===== src/design/bus_pkg.sv =====
/* shared bus types and constants */

`default_nettype none

package bus_pkg;

	// address width inside one slave, 4 KiB each
	localparam int addr_w = 12;
	localparam int data_w = 8;

	// slave select, 0..2 mapped, 3 unmapped
	localparam int slave_sel_w = 2;
	localparam int num_slaves = 3;
	localparam logic [slave_sel_w-1:0] sel_unmapped = 2'd3;

	// burst field n means n+1 beats
	localparam int burst_w = 4;

	// wait states per slave, stands in for the slave delay input
	localparam int slave_wait [0:num_slaves-1] = '{0, 1, 3};
	localparam int wait_cnt_w = 4;

	// read data returned for an unmapped select
	localparam logic [data_w-1:0] err_data = 8'hff;

	// master command, 27 bits
	typedef struct packed {
		logic write;
		logic [slave_sel_w-1:0] slave;
		logic [addr_w-1:0] addr;
		logic [burst_w-1:0] burst;
		logic [data_w-1:0] data;
	} bus_cmd_t;

	// single slave access, 23 bits
	typedef struct packed {
		logic write;
		logic [slave_sel_w-1:0] slave;
		logic [addr_w-1:0] addr;
		logic [data_w-1:0] data;
	} bus_beat_t;

	// per master result, 11 bits
	typedef struct packed {
		logic rvalid;
		logic [data_w-1:0] rdata;
		logic done;
		logic err;
	} bus_result_t;

endpackage

`default_nettype wire


===== src/design/bus_arbiter.sv =====
/* round robin master arbiter */

`timescale 1ns/1ps
`default_nettype none

module bus_arbiter (
	input logic clk,
	input logic arst_n,
	input logic [1:0] cmd_valid,
	input bus_pkg::bus_cmd_t [1:0] cmd,
	input logic busy,
	output logic [1:0] cmd_ready,
	output logic start,
	output bus_pkg::bus_cmd_t start_cmd,
	output logic owner
);

	// index of the master granted last
	logic last_grant;
	logic pick;

	// both pending: take the other one
	// one pending: take that one
	always_comb begin
		if (cmd_valid == 2'b11) begin
			pick = ~last_grant;
		end else begin
			pick = cmd_valid[1];
		end
	end

	// grant only while the engine is idle
	assign start = ~busy & (|cmd_valid);

	// one-hot ready, same cycle as start
	always_comb begin
		cmd_ready = 2'b00;
		if (start) begin
			cmd_ready[pick] = 1'b1;
		end
	end

	// command and owner go straight to the engine
	assign start_cmd = cmd[pick];
	assign owner = pick;

	// reset value makes master 1 (index 0) win the first tie
	always_ff @(posedge clk or negedge arst_n) begin
		if (!arst_n) begin
			last_grant <= 1'b1;
		end else if (start) begin
			last_grant <= pick;
		end
	end

endmodule

`default_nettype wire


===== config.mk =====
export PLATFORM = sky130hd
export DESIGN_NAME = bus_arbiter
export DESIGN_NICKNAME = d
export VERILOG_FILES = /design/src/design/bus_pkg.sv /design/src/design/bus_arbiter.sv
export SDC_FILE = /design/constraint.sdc
export NUM_CORES = 1
export LEC_CHECK = 0
export BUFFER_PORTS_ARGS = -buffer_cell sky130_fd_sc_hd__clkbuf_2
export CORE_MARGIN = 8
export CORE_UTILIZATION = 29
export DETAILED_ROUTE_END_ITERATION = 10
export PLACE_DENSITY = 0.86
export SYNTH_ARGS = -nofsm -noshare
export SYNTH_HDL_FRONTEND = slang
export SYNTH_SLANG_ARGS = --single-unit

===== constraint.sdc =====
create_clock -name clk -period 3.1 [get_ports clk]
set_input_delay 0.93 -clock clk [delete_from_list [all_inputs] [get_ports clk]]
set_output_delay 0.93 -clock clk [all_outputs]
set_load 0.01 [all_outputs]

After elaboration in Yosys (flattened, before gate mapping)
Cells that the tools add are included.
{"block": "op_classes", "muxes": 6, "bitwise": 3, "n_lt_le_gt_ge": 2, "eq_ne": 1, "reduce_logical": 2}
{"cell": "$mux W27", "n": 2}
{"cell": "$eq A2 B2 Y1 const B", "n": 1}
{"cell": "$lt A1 B2 Y1 const B", "n": 1}
{"cell": "$mux W1", "n": 2}
{"cell": "$mux W2", "n": 1}
{"cell": "$not A1 Y1", "n": 2}
{"cell": "$reduce_or A2 Y1", "n": 1}
{"cell": "$and A1 B1 Y1", "n": 1}
{"cell": "$demux W1 S1", "n": 1}
{"cell": "$ge A1 B1 Y1 const B", "n": 1}
{"cell": "$logic_and A1 B1 Y1", "n": 1}
{"block": "totals", "ff_bits": 1, "wordCells": 15, "out_inout_bits": 31}

Longest topological paths before layout
{"block": "logic_depth", "depth_word": 7, "depth_mapped": 4}

Least setup slack after synthesis
OpenSTA, ideal clock, no wires.
{"block": "synth_timing", "kind": "input-to-output", "from": "input port cmd_valid[1]", "to": "output port start_cmd[10] in the netlist's numbering", "t_arrival_ps": 1690, "cell_stages": 4, "path_buffers": 2, "path_slack_ps": 480, "path_cell_list": "a21boi_2 > buf_6 > buf_12 > mux2_4"}
{"element": "from (decl)", "line_no": "bus_arbiter.sv:9", "text": "input logic [1:0] cmd_valid,"}
{"element": "to (decl)", "line_no": "bus_arbiter.sv:14", "text": "output bus_pkg::bus_cmd_t start_cmd,"}

==> results.cfg <==
[outcome]
status = completed

[yosys]
syn_area_sq_um = 512
ys_seq_area_share_pct = 5.13
syn_inst = 40
ys_warn_count = 0
syn_avg_cell_area_sq_um = 12.8
ys_ff_latch = 1
syn-num-nets = 99
synth_cell_types = 13

[timing]
fmax_ghz = 0.347
finalHoldViolCount = 0
maxSlewHeadroom_pct = 90.0
tightest_slew_ns = 0.146
drv_slew = 0
rsz0062_at_grt = false
skew_ns = 0
setup_tns_ns = 0
fin_crit_sh_pct = 93.0
finalSetupViolCount = 0
min_period_ns = 2.88

[pwr]
p_per_area_nw_per_um2 = 203
power.total_mw = 0.194
leakagePower_nw = 0.603
vdd_drop_max_uv = 133

[layout]
final_cell_mix = clkbuf_2 (89), mux2_4 (19), mux2_2 (8), nor2_1 (2)
synthToLayoutAreaGrowth_pct = 86.6
n_antenna_cell = 0
regMostFlops = last_grant
finish.net_count = 188
largest_register_ff_count = 1
final_common_cell = clkbuf_2
reg_top3 = last_grant (1)
drive_above_1_share_pct = 93.7

[drt]
vias_per_cell = 4.60
routedWlPerCell_um = 15.2
drtPass1Iterations = 4
ant_nets = 0
drt_iter0_drc = 2
vias = 662
drc = 0
routed_wl_um = 2190

[clock_tree]
ctsHoldBuffers = 0
clock_latency_ns = 0
post-cts-setup-buffers = 0
ctsResizeCount = 0
clk_pin_slew_ns = 0

[placement]
routabilityCongestion = 0.686
io_buffers = 89

[floorplanning]
dieHeight_um = 58.0
die_x_um = 58.0
die-area_sq_um = 3360
core_sq_um = 1690
row_count = 15
initial_core_util_pct = 30.3
boundaryPins = 90

[worst_setup_path]
required_ns = 2.17
ff2ff_path_depth = 2
cp.arrival_ns = 1.95
cp-end-kind = output pin
startpoint_type = input port
crit_type = input port to output pin
cp_max_fo = 28

[grt]
grt_use_total_pct = 11.7
grt_max_degree = 29
gr-total-overflow = 0
grt_pass1_vias = 774
antenna_found_initial = 0
grt_pass1_wl_um = 3320

[job]
drv_cap = 0

[min_path]
hold_path_depth = 2
hold_path_class = flip-flop to flip-flop
## power by group
part	internal [mW]	total, mW	switching, mW	leakage (nW)
sequential	0.0164	0.0186	0.00221	0.0105
clock	0	0	0	0
combinational	0.104	0.175	0.0709	0.592
total	0.120	0.194	0.0731	0.603
## area by class of cell
type | instances | area (sq um)
Fill cell | 159 | 734
Timing Repair Buffer | 90 | 465
Sequential cell | 1 | 26.3
Inverter | 1 | 3.75
Multi-Input combinational cell | 35 | 438
Tap cell | 17 | 21.3
## cell usage after synthesis
cell	instances	area (sq um)
buf_12	2	40.0
a21oi_1	1	5.00
mux2_4	19	285
or2b_1	1	7.51
mux2_2	8	90.1
mux2i_1	1	10.0
nor2b_1	1	6.26
a21boi_2	1	11.3
inv_1	1	3.75
a21boi_0	1	7.51
nor2_1	2	7.51
dfstp_2	1	26.3
buf_6	1	11.3
## metrics by stage
stage	instances	cell area, sq um	util (%)	setup slack, ns	hold slack, ns
after CTS	144	955	56.5	0.208	0.560
after global placement	144	955	56.5	0.239	0.527
after floorplan	40	512	-	0.480	0.502
final	144	955	56.5	0.217	0.550
after detailed placement	144	955	56.5	0.208	0.561
after global routing	144	955	56.5	0.145	0.570
## cell families (layout without fill, tap and decap cells)
group	count (synthesis)	in the layout	synth area share, %
flops	1	1	5.14
simple gates	4	4	4.16
mux	28	28	75.3
buf+inv	4	91	10.8
compound gates	3	3	4.64
## per-layer routing
metal  vias to the layer above  global-route usage, %  share of wire, %
met5                         -                      0                 0
met4                         0                      0                 0
met3                         0                   5.52                17
met2                        61                   22.3                48
met1                       278                   11.9                35
li1                        323                      -                 -
## worst paths after layout
| kind | start | end | slack (ns) |
|---|---|---|---|
| worst max register to register | last_grant | last_grant | 2.24 |
| worst min-delay path | last_grant | last_grant | 0.55 |
| worst max-delay path | cmd_valid[0] | start_cmd[14] | 0.22 |
| max in group asynchronous | arst_n | last_grant | 2.22 |
| min in group asynchronous | arst_n | last_grant | 0.86 |
| worst min register to register | last_grant | last_grant | 0.55 |
## critical path, stage by stage
cell and delay [ns]:
clkbuf_2 0.12, a21boi_4 0.18, buf_12 0.23, mux2_2 0.36, clkbuf_2 0.13
No activity file was read; power rests on OpenSTA's default activity.
