==> src/design/bus_pkg.sv <==
/* shared bus types and constants */

`default_nettype none

package bus_pkg;

	// address width inside one slave, 4 KiB each
	localparam int addr_w = 12;
	localparam int data_w = 8;

	// slave select, 0..2 mapped, 3 unmapped
	localparam int slave_sel_w = 2;
	localparam int num_slaves = 3;
	localparam logic [slave_sel_w-1:0] sel_unmapped = 2'd3;

	// burst field n means n+1 beats
	localparam int burst_w = 4;

	// wait states per slave, stands in for the slave delay input
	localparam int slave_wait [0:num_slaves-1] = '{0, 1, 3};
	localparam int wait_cnt_w = 4;

	// read data returned for an unmapped select
	localparam logic [data_w-1:0] err_data = 8'hff;

	// master command, 27 bits
	typedef struct packed {
		logic write;
		logic [slave_sel_w-1:0] slave;
		logic [addr_w-1:0] addr;
		logic [burst_w-1:0] burst;
		logic [data_w-1:0] data;
	} bus_cmd_t;

	// single slave access, 23 bits
	typedef struct packed {
		logic write;
		logic [slave_sel_w-1:0] slave;
		logic [addr_w-1:0] addr;
		logic [data_w-1:0] data;
	} bus_beat_t;

	// per master result, 11 bits
	typedef struct packed {
		logic rvalid;
		logic [data_w-1:0] rdata;
		logic done;
		logic err;
	} bus_result_t;

endpackage

`default_nettype wire

==> src/design/slave_decoder.sv <==
/* slave decoder and return path */

`timescale 1ns/1ps
`default_nettype none

module slave_decoder (
	input bus_pkg::bus_beat_t beat,
	input logic beat_valid,
	input logic clk,
	input logic arst_n,
	output logic [bus_pkg::num_slaves-1:0] sel,
	input logic [bus_pkg::num_slaves-1:0] slave_ack,
	input logic [bus_pkg::num_slaves-1:0][bus_pkg::data_w-1:0] slave_rdata,
	output logic ack,
	output logic [bus_pkg::data_w-1:0] rdata,
	output logic bad_sel
);

	import bus_pkg::*;

	// error responder state
	logic bad_q;

	// one-hot select, pulse follows beat_valid
	always_comb begin
		sel = '0;
		for (int i = 0; i < num_slaves; i++) begin
			if (beat_valid && (beat.slave == slave_sel_w'(i))) begin
				sel[i] = 1'b1;
			end
		end
	end

	// unmapped select answers after one cycle
	always_ff @(posedge clk or negedge arst_n) begin
		if (!arst_n) begin
			bad_q <= 1'b0;
		end else begin
			bad_q <= beat_valid & (beat.slave == sel_unmapped);
		end
	end

	// return mux, select is held until the ack
	always_comb begin
		rdata = err_data;
		for (int i = 0; i < num_slaves; i++) begin
			if (beat.slave == slave_sel_w'(i)) begin
				rdata = slave_rdata[i];
			end
		end
	end

	assign ack = (|slave_ack) | bad_q;
	assign bad_sel = bad_q;

endmodule

`default_nettype wire

==> config.mk <==
export PLATFORM = sky130hd
export DESIGN_NAME = slave_decoder
export DESIGN_NICKNAME = d
export VERILOG_FILES = /design/src/design/bus_pkg.sv /design/src/design/slave_decoder.sv
export SDC_FILE = /design/constraint.sdc
export NUM_CORES = 1
export LEC_CHECK = 0
export BUFFER_PORTS_ARGS = -buffer_cell sky130_fd_sc_hd__buf_2
export CORE_UTILIZATION = 19
export DETAILED_ROUTE_END_ITERATION = 8
export PLACE_DENSITY_LB_ADDON = 0.15
export SYNTH_ARGS = -nofsm -noshare
export SYNTH_HDL_FRONTEND = slang
export SYNTH_SLANG_ARGS = --single-unit
==> constraint.sdc <==
create_clock -name clk -period 0.8 [get_ports clk]
set_input_delay 0 -clock clk [delete_from_list [all_inputs] [get_ports clk]]
set_output_delay 0 -clock clk [all_outputs]
set_load 0.1 [all_outputs]
# Word level (Yosys, flattened, before mapping)

Index checks and enable logic that the tools add are counted.
Widths: inputs -> output; s select.

Equality and inequality tests: 3
Mux-type cells: 6
Bitwise gates (word level): 2
Reductions and logical operators: 5

Operators by type and width:

| cell               | number |
|---|---|
| $mux 8             | 3 |
| $eq 2x2->1 const B | 2 |
| $logic_and 1x1->1  | 3 |
| $mux 1             | 3 |
| $reduce_or 3->1    | 1 |
| $eq 2x1->1 const B | 1 |
| $logic_not 2->1    | 1 |
| $and 1x1->1        | 1 |
| $or 1x1->1         | 1 |

Register bits after elaboration: 1
Bits of input ports: 53
Output and inout port bits: 13
Logic and storage cells: 17

# Depth between registers and ports, before layout

Word-level depth: 4
Gate-level depth with buffers: 3
Gate-level depth less buffers: 2

# Least setup slack after synthesis

No wires, ideal clock.

Kind: input to output
Start: in beat[21] in the netlist's numbering
End: out sel[0] in the netlist's numbering
Data arrival time: 2374 ps
Required time: 800 ps
Setup slack: -1574 ps
Stages on the path: 2
Path buffers: 1
Path through: buf_2 > nor3b_1

Longest elaborated chain between the ends: 3

RTL lines:

| item              | RTL line            | text |
|---|---|---|
| start, declared   | slave_decoder.sv:7  | `input bus_pkg::bus_beat_t beat,` |
| $logic_not 2->1   | slave_decoder.sv:28 | `if (beat_valid && (beat.slave == slave_sel_w'(i))) begin` |
| $logic_and 1x1->1 | slave_decoder.sv:28 |  |
| $mux 1            | slave_decoder.sv:28 |  |
| end, declared     | slave_decoder.sv:11 | `output logic [bus_pkg::num_slaves-1:0] sel,` |

No other way between the ends.

# Final worst setup path

Start: reg bad_q (netlist: bad_sel)
End: out ack

Longest elaborated chain between the ends: 1

RTL lines:

| item                   | RTL line            | text |
|---|---|---|
| start, declared        | slave_decoder.sv:22 | `logic bad_q;` |
| start signal, assigned | slave_decoder.sv:39 | `bad_q <= beat_valid & (beat.slave == sel_unmapped);` |
| $or 1x1->1             | slave_decoder.sv:53 | `assign ack = (\|slave_ack) \| bad_q;` |
| end, declared          | slave_decoder.sv:14 | `output logic ack,` |

No other way between the ends.

==> impl_metrics.py <==
metrics = {
    "cells_and_area": {
        "utilization": 0.6724,
        "area_growth_pct": 221.8,
        "nFillCells": 106,
        "fin_nets": 130,
        "final_area_um2": 885.9,
        "antenna_cells": 0,
        "largest_reg_flops": 1,
        "drive_above_1_share": 0.9733,
    },
    "critical_path": {
        "cp-end-kind": "output port",
        "cp.arrival_ns": 1.07,
        "crit_path_max_fanout": 2,
        "start_kind": "flop",
        "critPathKind": "reg -> out",
        "crit_required_ns": 0.80,
    },
    "timing": {
        "setup_viol": 1,
        "hold-worst-slack_ns": 0.3056,
        "setup_slack_ns": -0.2678,
        "hold_viol_final": 0,
        "fin_tns_setup_ns": -0.2678,
        "post-route-period-util": 1.335,
        "worst_slew_pin_slew_ns": 0.1845,
        "relSlewSlack": 0.8769,
        "timing.final.crit_period_ns": 1.068,
        "rsz0062_at_grt": "yes",
        "fmax_mhz": 936.5,
        "slew_viol_final": 0,
    },
    "logic_synthesis": {
        "yosys_warnings": 0,
        "netlist_area_um2": 275.3,
        "synth_fa_ha_area_frac": 0,
        "yosys.area_share.simple": 0.1682,
        "synth_top_family_by_area": "multiplexers",
        "synthMuxAreaShare": 0.4091,
        "synth-compound-area-share": 0.2545,
        "synth-seq-cells": 1,
        "syn_nets": 80,
        "synthDistinctLibCells": 13,
        "synth_xor_area_frac": 0,
        "synth_area_per_cell_um2": 10.19,
        "postSynthCellCount": 27,
        "yosysSeqAreaShare": 0.09091,
    },
    "global_routing": {
        "first_global_vias": 363,
        "grt-ovfl-total": 0,
        "grt_first_pass_wirelength_um": 1407,
        "antenna_found_initial": 0,
        "grt_max_degree": 9,
        "grt_use_total": 0.1246,
    },
    "routing": {
        "ant_nets": 0,
        "wirelength_um": 988,
        "drt_iter0_drc": 0,
        "via_per_inst": 4.578,
        "firstDrtPassIters": 1,
        "vias": 412,
        "drcViolationCount": 0,
        "wl_per_cell_um": 10.98,
    },
    "placed_design": {
        "hpwl_um": 815.1,
        "place.gp.congestion": 0.6018,
        "dpl_cell_area_um2": 799.5,
        "numPortBuffers": 44,
    },
    "die": {
        "die_area_um2": 1605,
        "fp.dieH_um": 40.06,
        "initial_core_util": 0.2089,
        "rows": 13,
        "coreArea_um2": 1318,
        "dieWidth_um": 40.06,
        "io_pins": 66,
    },
    "status": {
        "status": "complete, but fails checks",
        "failed_checks": "setup timing",
    },
    "power_and_ir_drop": {
        "irDropWorstVdd_uv": 596.2,
        "total_power_mw": 0.9120,
        "p_leak_nw": 0.4264,
        "powerDensity_nw_per_um2": 1030,
    },
    "worst_hold_path": {
        "hold_path_class": "in -> reg",
    },
    "run": {
        "maxCapViolations": 0,
    },
    "clock_network": {
        "clk_pin_slew_ns": 0,
    },
}
per-layer routing:
metal | vias up | wire, µm | global-route usage | share of wire
li1 | 204 | - | - | -
met1 | 184 | 359 | 0.1466 | 0.36
met2 | 24 | 558 | 0.2581 | 0.56
met3 | 0 | 70 | 0 | 0.071
met4 | 0 | 0 | 0 | 0
met5 | - | 0 | 0 | 0
cells in the final DEF (no fill, tap or decap), drive strengths merged:
cell         count
and3             1
and3b            1
buf             50
dfrtp            1
dlygate4sd3      1
mux2             8
nand2            1
nand2b           1
nor2             1
nor3b            1
o22a             8
or4              1
timing repair:
| action | 4_1_cts | 5_1_grt |
|---|---|---|
| endpoints found under the hold margin | 1 | 0 |
| gates resized for setup | 14 | 1 |
| hold buffers | 1 | 0 |
| pin swaps | 2 | 3 |
| gates cloned | 1 | 0 |
| endpoints found under the setup margin | 10 | 4 |
| buffers inserted | 0 | 0 |
logic make-up after synthesis:
logic type / after synthesis
AO/OA/AOI/OAI: 8
multiplexers: 8
AND/OR/NAND/NOR: 7
buffers and inverters: 3
flip-flops: 1
critical path, cell delays in order (launching register included):
cell,delay [ns]
dfrtp_4,0.44
or4_4,0.44
buf_12,0.18
final timing paths:
| path | startpoint | to | depth (start not counted) |
|---|---|---|---|
| hold / removal | beat_valid | bad_sel$_DFF_PN0_ | 2 |
| min in group asynchronous | arst_n | bad_sel$_DFF_PN0_ | 2 |
| setup / recovery | bad_sel$_DFF_PN0_ | ack | 2 |
| max in group asynchronous | arst_n | bad_sel$_DFF_PN0_ | 2 |
power breakdown:
group | internal (mW) | switching [mW]
clock network | 0 | 0
registers | 0.0548 | 0.000909
logic | 0.387 | 0.470
final cells by class:
| cell class | instances | area (µm²) | share of cell area |
|---|---|---|---|
| Multi-Input combinational cell | 23 | 332.8 | 0.3757 |
| Timing Repair Buffer | 51 | 505.5 | 0.5706 |
| Tap cell | 15 | 18.77 | 0.02119 |
| Sequential cell | 1 | 28.78 | 0.03249 |
per-stage QoR:
| step | worst slack (ns) | instances |
|---|---|---|
| final | -0.2678 | 90 |
| after detailed placement | -0.3508 | 89 |
| after global routing | -0.2803 | 90 |
| after CTS | -0.2614 | 91 |
| after global placement | -0.3465 | 89 |
| after floorplan | -0.4353 | 27 |
synth_stat cells:
cell type,n,area [µm²]
and3_2,1,7.510
and3b_2,1,10.01
buf_2,2,10.01
buf_6,1,11.26
dfrtp_1,1,25.02
mux2_2,2,22.52
mux2_4,6,90.09
nand2_1,1,3.750
nand2b_1,1,6.260
nor2_1,1,3.750
nor3b_1,1,7.510
o22a_1,8,70.07
or4_1,1,7.510
(Power assumes the default switching activity.)
