[src/design/bus_pkg.sv]
/* shared bus types and constants */

`default_nettype none

package bus_pkg;

	// address width inside one slave, 4 KiB each
	localparam int addr_w = 12;
	localparam int data_w = 8;

	// slave select, 0..2 mapped, 3 unmapped
	localparam int slave_sel_w = 2;
	localparam int num_slaves = 3;
	localparam logic [slave_sel_w-1:0] sel_unmapped = 2'd3;

	// burst field n means n+1 beats
	localparam int burst_w = 4;

	// wait states per slave, stands in for the slave delay input
	localparam int slave_wait [0:num_slaves-1] = '{0, 1, 3};
	localparam int wait_cnt_w = 4;

	// read data returned for an unmapped select
	localparam logic [data_w-1:0] err_data = 8'hff;

	// master command, 27 bits
	typedef struct packed {
		logic write;
		logic [slave_sel_w-1:0] slave;
		logic [addr_w-1:0] addr;
		logic [burst_w-1:0] burst;
		logic [data_w-1:0] data;
	} bus_cmd_t;

	// single slave access, 23 bits
	typedef struct packed {
		logic write;
		logic [slave_sel_w-1:0] slave;
		logic [addr_w-1:0] addr;
		logic [data_w-1:0] data;
	} bus_beat_t;

	// per master result, 11 bits
	typedef struct packed {
		logic rvalid;
		logic [data_w-1:0] rdata;
		logic done;
		logic err;
	} bus_result_t;

endpackage

`default_nettype wire

[src/design/burst_engine.sv]
/* burst engine */

`timescale 1ns/1ps
`default_nettype none

module burst_engine (
	input logic clk,
	input logic arst_n,
	input logic start,
	input bus_pkg::bus_cmd_t start_cmd,
	input logic owner,
	output logic busy,
	output bus_pkg::bus_beat_t beat,
	output logic beat_valid,
	input logic ack,
	input logic [bus_pkg::data_w-1:0] rdata,
	input logic bad_sel,
	output bus_pkg::bus_result_t [1:0] result
);

	import bus_pkg::*;

	// control state
	logic busy_q;
	logic owner_q;
	logic beat_valid_q;
	logic [burst_w-1:0] left_q;
	logic err_q;
	bus_result_t [1:0] result_q;

	// latched command payload
	logic wr_q;
	logic [slave_sel_w-1:0] sel_q;
	logic [data_w-1:0] fill_q;
	logic [addr_w-1:0] addr_q;

	// beat accepted by the slave side
	logic beat_ack;
	logic last_ack;

	assign beat_ack = busy_q & ack;
	assign last_ack = beat_ack & (left_q == '0);

	always_ff @(posedge clk or negedge arst_n) begin
		if (!arst_n) begin
			busy_q <= 1'b0;
			owner_q <= 1'b0;
			beat_valid_q <= 1'b0;
			left_q <= '0;
			err_q <= 1'b0;
		end else begin
			// beat_valid is a single cycle pulse
			beat_valid_q <= 1'b0;
			if (start) begin
				busy_q <= 1'b1;
				owner_q <= owner;
				beat_valid_q <= 1'b1;
				left_q <= start_cmd.burst;
				err_q <= 1'b0;
			end else if (beat_ack) begin
				// sticky over the whole burst
				err_q <= err_q | bad_sel;
				if (left_q == '0) begin
					busy_q <= 1'b0;
				end else begin
					left_q <= left_q - 1'b1;
					// next beat the cycle after the ack
					beat_valid_q <= 1'b1;
				end
			end
		end
	end

	// address steps by one, wraps at 4096 by width
	always_ff @(posedge clk) begin
		if (start) begin
			wr_q <= start_cmd.write;
			sel_q <= start_cmd.slave;
			fill_q <= start_cmd.data;
			addr_q <= start_cmd.addr;
		end else if (beat_ack) begin
			addr_q <= addr_q + 1'b1;
		end
	end

	// results registered one cycle after the ack
	// only the owner's slot is ever nonzero
	always_ff @(posedge clk or negedge arst_n) begin
		if (!arst_n) begin
			result_q <= '0;
		end else begin
			result_q <= '0;
			if (beat_ack) begin
				result_q[owner_q].rvalid <= ~wr_q;
				result_q[owner_q].rdata <= wr_q ? '0 : rdata;
				result_q[owner_q].done <= last_ack;
				result_q[owner_q].err <= err_q | bad_sel;
			end
		end
	end

	// write bursts fill the range with one byte
	assign beat.write = wr_q;
	assign beat.slave = sel_q;
	assign beat.addr = addr_q;
	assign beat.data = fill_q;

	assign beat_valid = beat_valid_q;
	assign busy = busy_q;
	assign result = result_q;

endmodule

`default_nettype wire

[config.mk]
export PLATFORM = sky130hd
export DESIGN_NAME = burst_engine
export DESIGN_NICKNAME = d
export VERILOG_FILES = /design/src/design/bus_pkg.sv /design/src/design/burst_engine.sv
export SDC_FILE = /design/constraint.sdc
export NUM_CORES = 1
export LEC_CHECK = 0
export ABC_AREA = 1
export BUFFER_PORTS_ARGS = -buffer_cell sky130_fd_sc_hd__buf_2
export CORE_MARGIN = 10
export CORE_UTILIZATION = 48
export CTS_BUF_LIST = sky130_fd_sc_hd__clkbuf_16
export DETAILED_ROUTE_END_ITERATION = 7
export PLACE_DENSITY = 0.79
export SETUP_SLACK_MARGIN = 0.05
export SLEW_MARGIN = 20
export SYNTH_ARGS = -nofsm -noshare
export SYNTH_HDL_FRONTEND = slang
export SYNTH_SLANG_ARGS = --single-unit
[constraint.sdc]
create_clock -name clk -period 1.7 [get_ports clk]
set_input_delay 0.255 -clock clk [delete_from_list [all_inputs] [get_ports clk]]
set_output_delay 0.255 -clock clk [all_outputs]
set_load 0.1 [all_outputs]
# ---- Word level (Yosys, flattened, before mapping)
# Cells that the tools add are included.
dict set report classes {
  n_addsub 2
  magnitude_cmp 2
  eq_ne 1
  muxes 26
  bitwise 5
  reduce_logical 6
}
# cell count
set op_table {}
lappend op_table {{$bwmux 22} 3}
lappend op_table {{$demux 11 s1} 4}
lappend op_table {{$mux 12} 2}
lappend op_table {{$and 22x22->22} 1}
lappend op_table {{$mux 22} 1}
lappend op_table {{$add 12x1->12 const B} 1}
lappend op_table {{$mux 4} 3}
lappend op_table {{$mux 11} 1}
lappend op_table {{$mux 10} 1}
lappend op_table {{$mux 1} 9}
lappend op_table {{$mux 8} 1}
lappend op_table {{$logic_not 4->1} 1}
lappend op_table {{$reduce_and 2->1} 2}
lappend op_table {{$reduce_bool 2->1} 2}
lappend op_table {{$sub 4x1->4 const B} 1}
lappend op_table {{$and 1x1->1} 2}
lappend op_table {{$lt 1x2->1 const B} 1}
lappend op_table {{$mux 2} 1}
lappend op_table {{$ne 2x2->1 const B} 1}
lappend op_table {{$ge 1x1->1 const B} 1}
lappend op_table {{$logic_and 1x1->1} 1}
lappend op_table {{$not 1->1} 1}
lappend op_table {{$or 1x1->1} 1}
dict set report totals {
  ff_bits 53
  input_bits 41
  out_inout_bits 47
  elab_cells 59
}

# ---- Logic depth before layout (Yosys ltp)
dict set report logic_depth {
  depth_word 9
  ltp_mapped 9
  mapped_depth_nobuf 9
}

# ---- Worst setup path before layout
# OpenSTA, ideal clock, no wires.
dict set report synth_path {
  path_type {reg-to-reg}
  start {register addr_q[0]}
  end {register addr_q[10], data pin}
  setup_time_ps 254
  arrival_ps 1811
  required_ps 1446
  setup_slack_ps -365
  path_stages_with_launch 7
  n_path_buf 0
  period_less_slack_ps 2065
  cell_sequence {edfxtp_1 -> ha_1 -> nand2_1 -> nor2_4 -> nand4_1 -> nand3_1 -> nand2_1}
}
dict set report synth_between {
  elab_chain_cells 3
}
# item line_no
set synth_rtl {}
lappend synth_rtl {{start: declaration} burst_engine.sv:35} ;# logic [addr_w-1:0] addr_q;
lappend synth_rtl {{start signal: assignment} burst_engine.sv:80} ;# addr_q <= start_cmd.addr;
lappend synth_rtl {{start signal: assignment} burst_engine.sv:82} ;# addr_q <= addr_q + 1'b1;
lappend synth_rtl {{$add 12x1->12} burst_engine.sv:82}
lappend synth_rtl {{$mux 12} burst_engine.sv:81} ;# end else if (beat_ack) begin
lappend synth_rtl {{$mux 12} burst_engine.sv:76} ;# if (start) begin
# No other way between the ends. The select of a mux whose other input is x is not followed.
# A chain may end at the register's enable or synchronous reset.

# ---- Final worst setup path
dict set report layout_path {
  start {register addr_q[5]}
  end {output port beat[13] (netlist name)}
}
# item line_no
set layout_lines {}
lappend layout_lines {{end: declaration} burst_engine.sv:13} ;# output bus_pkg::bus_beat_t beat,
# No word-level cell between the ends.

==> impl_metrics.tcl <==
set metrics [dict create \
    critical_path_arrival_ps 1250 \
    skew_ps 4.65 \
    io_pins 88 \
    cp.required_ps 1440 \
    antenna_left 0 \
    gr-total-overflow 0 \
    die_area_mm2 0.00769 \
    synth_ff_type "dfrtp_1" \
    max_freq_mhz 664 \
    die_h_um 87.7 \
    p_clk_share_pct 30.2 \
    syn_to_final_growth_pct 30.3 \
    gp_congestion 0.822 \
    synth.distinct_cells 24 \
    sw_frac_of_total_pct 36.1 \
    worst_pin_slew_ps 641 \
    synthCells 213 \
    grt.total_usage_pct 14.3 \
    hold_viol 0 \
    intPower_w 0.00225 \
    hold_slack_ps 143 \
    port_buffers 87 \
    placed_cells 350 \
    wirelength_um 5230 \
    vias 1752 \
    grt_pass1_vias 1812 \
    antenna_found_initial 0 \
    fin_ws_ps 193 \
    drv_slew 0 \
    switching_power_w 0.00127 \
    hpwl_um 4050 \
    drtPass1Iterations 4 \
    worstSkewPairLatency_ps 290 \
    cp.buffers_inverters 1 \
    hold_class "in -> reg" \
    fin_cells 359 \
    cp_cell_sequence "buf_2" \
    crit_type "reg -> out" \
    combPwrFrac_pct 26.6 \
    synth.area.top_cells "dfrtp_1 34%, edfxtp_1 31%, nand2_1 8.5%, nor2_1 4.1%, inv_1 3.8%" \
    rsz0062_at_grt "false" \
    die_w_um 87.7 \
    nets 349 \
    ir_drop_mv 0.949 \
    clkTransAtPathRegs_ps 70 \
    numCtsBuffers 5 \
    post_drt_wl_per_cell_um 14.6 \
    outcome "completed" \
    cpLargestDelayFamily "flip-flops" \
    num_antenna_cells 0 \
    critical_path.startpoint_type "register" \
    dp_slack_ps 356 \
    synth_most_common_cell "nand2_1" \
    start_util_pct 50.2 \
    ctsResizeCount 0 \
    htreeDepth 2 \
    grt_max_degree 34 \
    avgSynthCellArea_um2 10.3 \
    powerDensity_mw_per_mm2 1230 \
    cts_root_buf "clkbuf_16" \
    row_count 24 \
    syn_area_mm2 0.00220 \
    endpoint_kind "output pin" \
    critPathSlowestCell "edfxtp_1" \
    p_leak_nw 1.51 \
    syn-num-nets 256 \
    drive_gt1_share_pct 37.1 \
    tritoncts "done" \
    synth-seq-cells 53 \
    drc_errors 0 \
    yosys.area.top_type_share_pct 34.1 \
    clock_path_buffers 2 \
    async_flop_share_pct 56.6 \
    drv_cap 0 \
    setup_violations 0 \
    clock-sinks 53 \
    relSlewSlack_pct 57.3 \
    period_share_pct 88.7 \
    power.share.sequential_pct 43.2 \
    worstPathMaxFanout 7 \
    yosys.area.top_type "dfrtp_1" \
    fin_crit_ps 1510 \
    grt_first_pass_wirelength_um 8760 \
    viasPerCell 4.88 \
    dr.first_iter.drc_count 97 \
    core_area_mm2 0.00438 \
    synth_edf_count 23 \
    synth-seq-area-share_pct 65.5 \
    yosysWarnings 0 \
    synth_common_cells "50 x nand2_1, 30 x dfrtp_1, 24 x nor2_1" \
    slowest_delay_ps 490 \
]
## cell families after synthesis
| family | Yosys count | share of synthesized area (%) |
|---|---|---|
| and+or+nand+nor | 107 | 22.6 |
| AOI/OAI and AO/OA | 20 | 4.83 |
| adders and majority gates | 2 | 1.14 |
| buffers and inverters | 30 | 5.46 |
| DFF | 53 | 65.5 |
| xor gates and xnor gates | 1 | 0.398 |
## sequential cells by signal (all words and copies together) (netlist names), 2 cells and up
| name | count |
|---|---|
| left_q | 4 |
| addr_q | 12 |
| sel_q | 2 |
| result | 22 |
| fill_q | 8 |
## final cells by class
class	count	area, µm²
inverters	26	97.6
fillers	348	1520
well taps	52	65.1
repair buffers	90	460
multi-input cells	130	641
clock buffers	6	150
clock inverters	2	10.0
flip-flops and latches	53	1440
## worst paths after layout
| kind | from | endpoint | slack, ps | cells past startpoint |
|---|---|---|---|---|
| worst min register to register | owner_q | result[10] | 550 | 1 |
| min in group asynchronous | arst_n | result[2] | 540 | 2 |
| worst max-delay path | addr_q[5] | beat[13] | 190 | 1 |
| max in group asynchronous | arst_n | busy | 700 | 2 |
| worst min-delay path | start_cmd[7] | fill_q[7] | 140 | 1 |
| worst max register to register | addr_q[0] | addr_q[8] | 350 | 7 |
## power by group through the flow
| stage | clock network [W] | logic [W] | registers (W) |
|---|---|---|---|
| finish | 0.00106 | 0.000938 | 0.00152 |
| global route | 0.00113 | 0.00100 | 0.00154 |
| CTS | 0.00108 | 0.000949 | 0.00152 |
| detailed placement | 0 | 0.000945 | 0.00155 |
| global placement | 0 | 0.000931 | 0.00154 |
| floorplan | 0 | 0.000222 | 0.00207 |
## metrics by stage
step / setup TNS [ps] / utilization [%] / cell area [µm²] / total power (W)
5_1_grt: 0 / 65.4 / 2870 / 0.00366
2_1_floorplan: -1980 / - / 2200 / 0.00229
6_report: 0 / 65.4 / 2870 / 0.00352
4_1_cts: 0 / 65.4 / 2870 / 0.00355
3_5_place_dp: 0 / 61.5 / 2700 / 0.00249
3_3_place_gp: 0 / 61.5 / 2700 / 0.00247
## timing repair
item / 4_1_cts / 5_1_grt
setup buffers: 0 / 0
hold endpoints to repair: 20 / 0
hold buffers: 1 / 0
endpoints found under the setup margin: 0 / 0
## routing by layer
layer  vias up  track usage [%]  wire (µm)
li1        875                -          -
met1       804             15.4       1960
met2        71             23.5       2510
met3         2             9.38        745
met4         0             2.61         13
met5         -                0          0
## cell usage in the layout, fill, tap and decap left out, drive strengths merged
cell type / count
buf: 89
nand2: 54
dfrtp: 30
nor2: 29
inv: 28
edfxtp: 23
o21ai: 14
nand3: 12
nor3: 7
clkbuf: 6
nand4: 5
a21oi: 3
ha: 2
a31oi: 1
o211ai: 1
xor2: 1
o21bai: 1
dlygate4sd3: 1
Power figures use the tool's default switching activity.
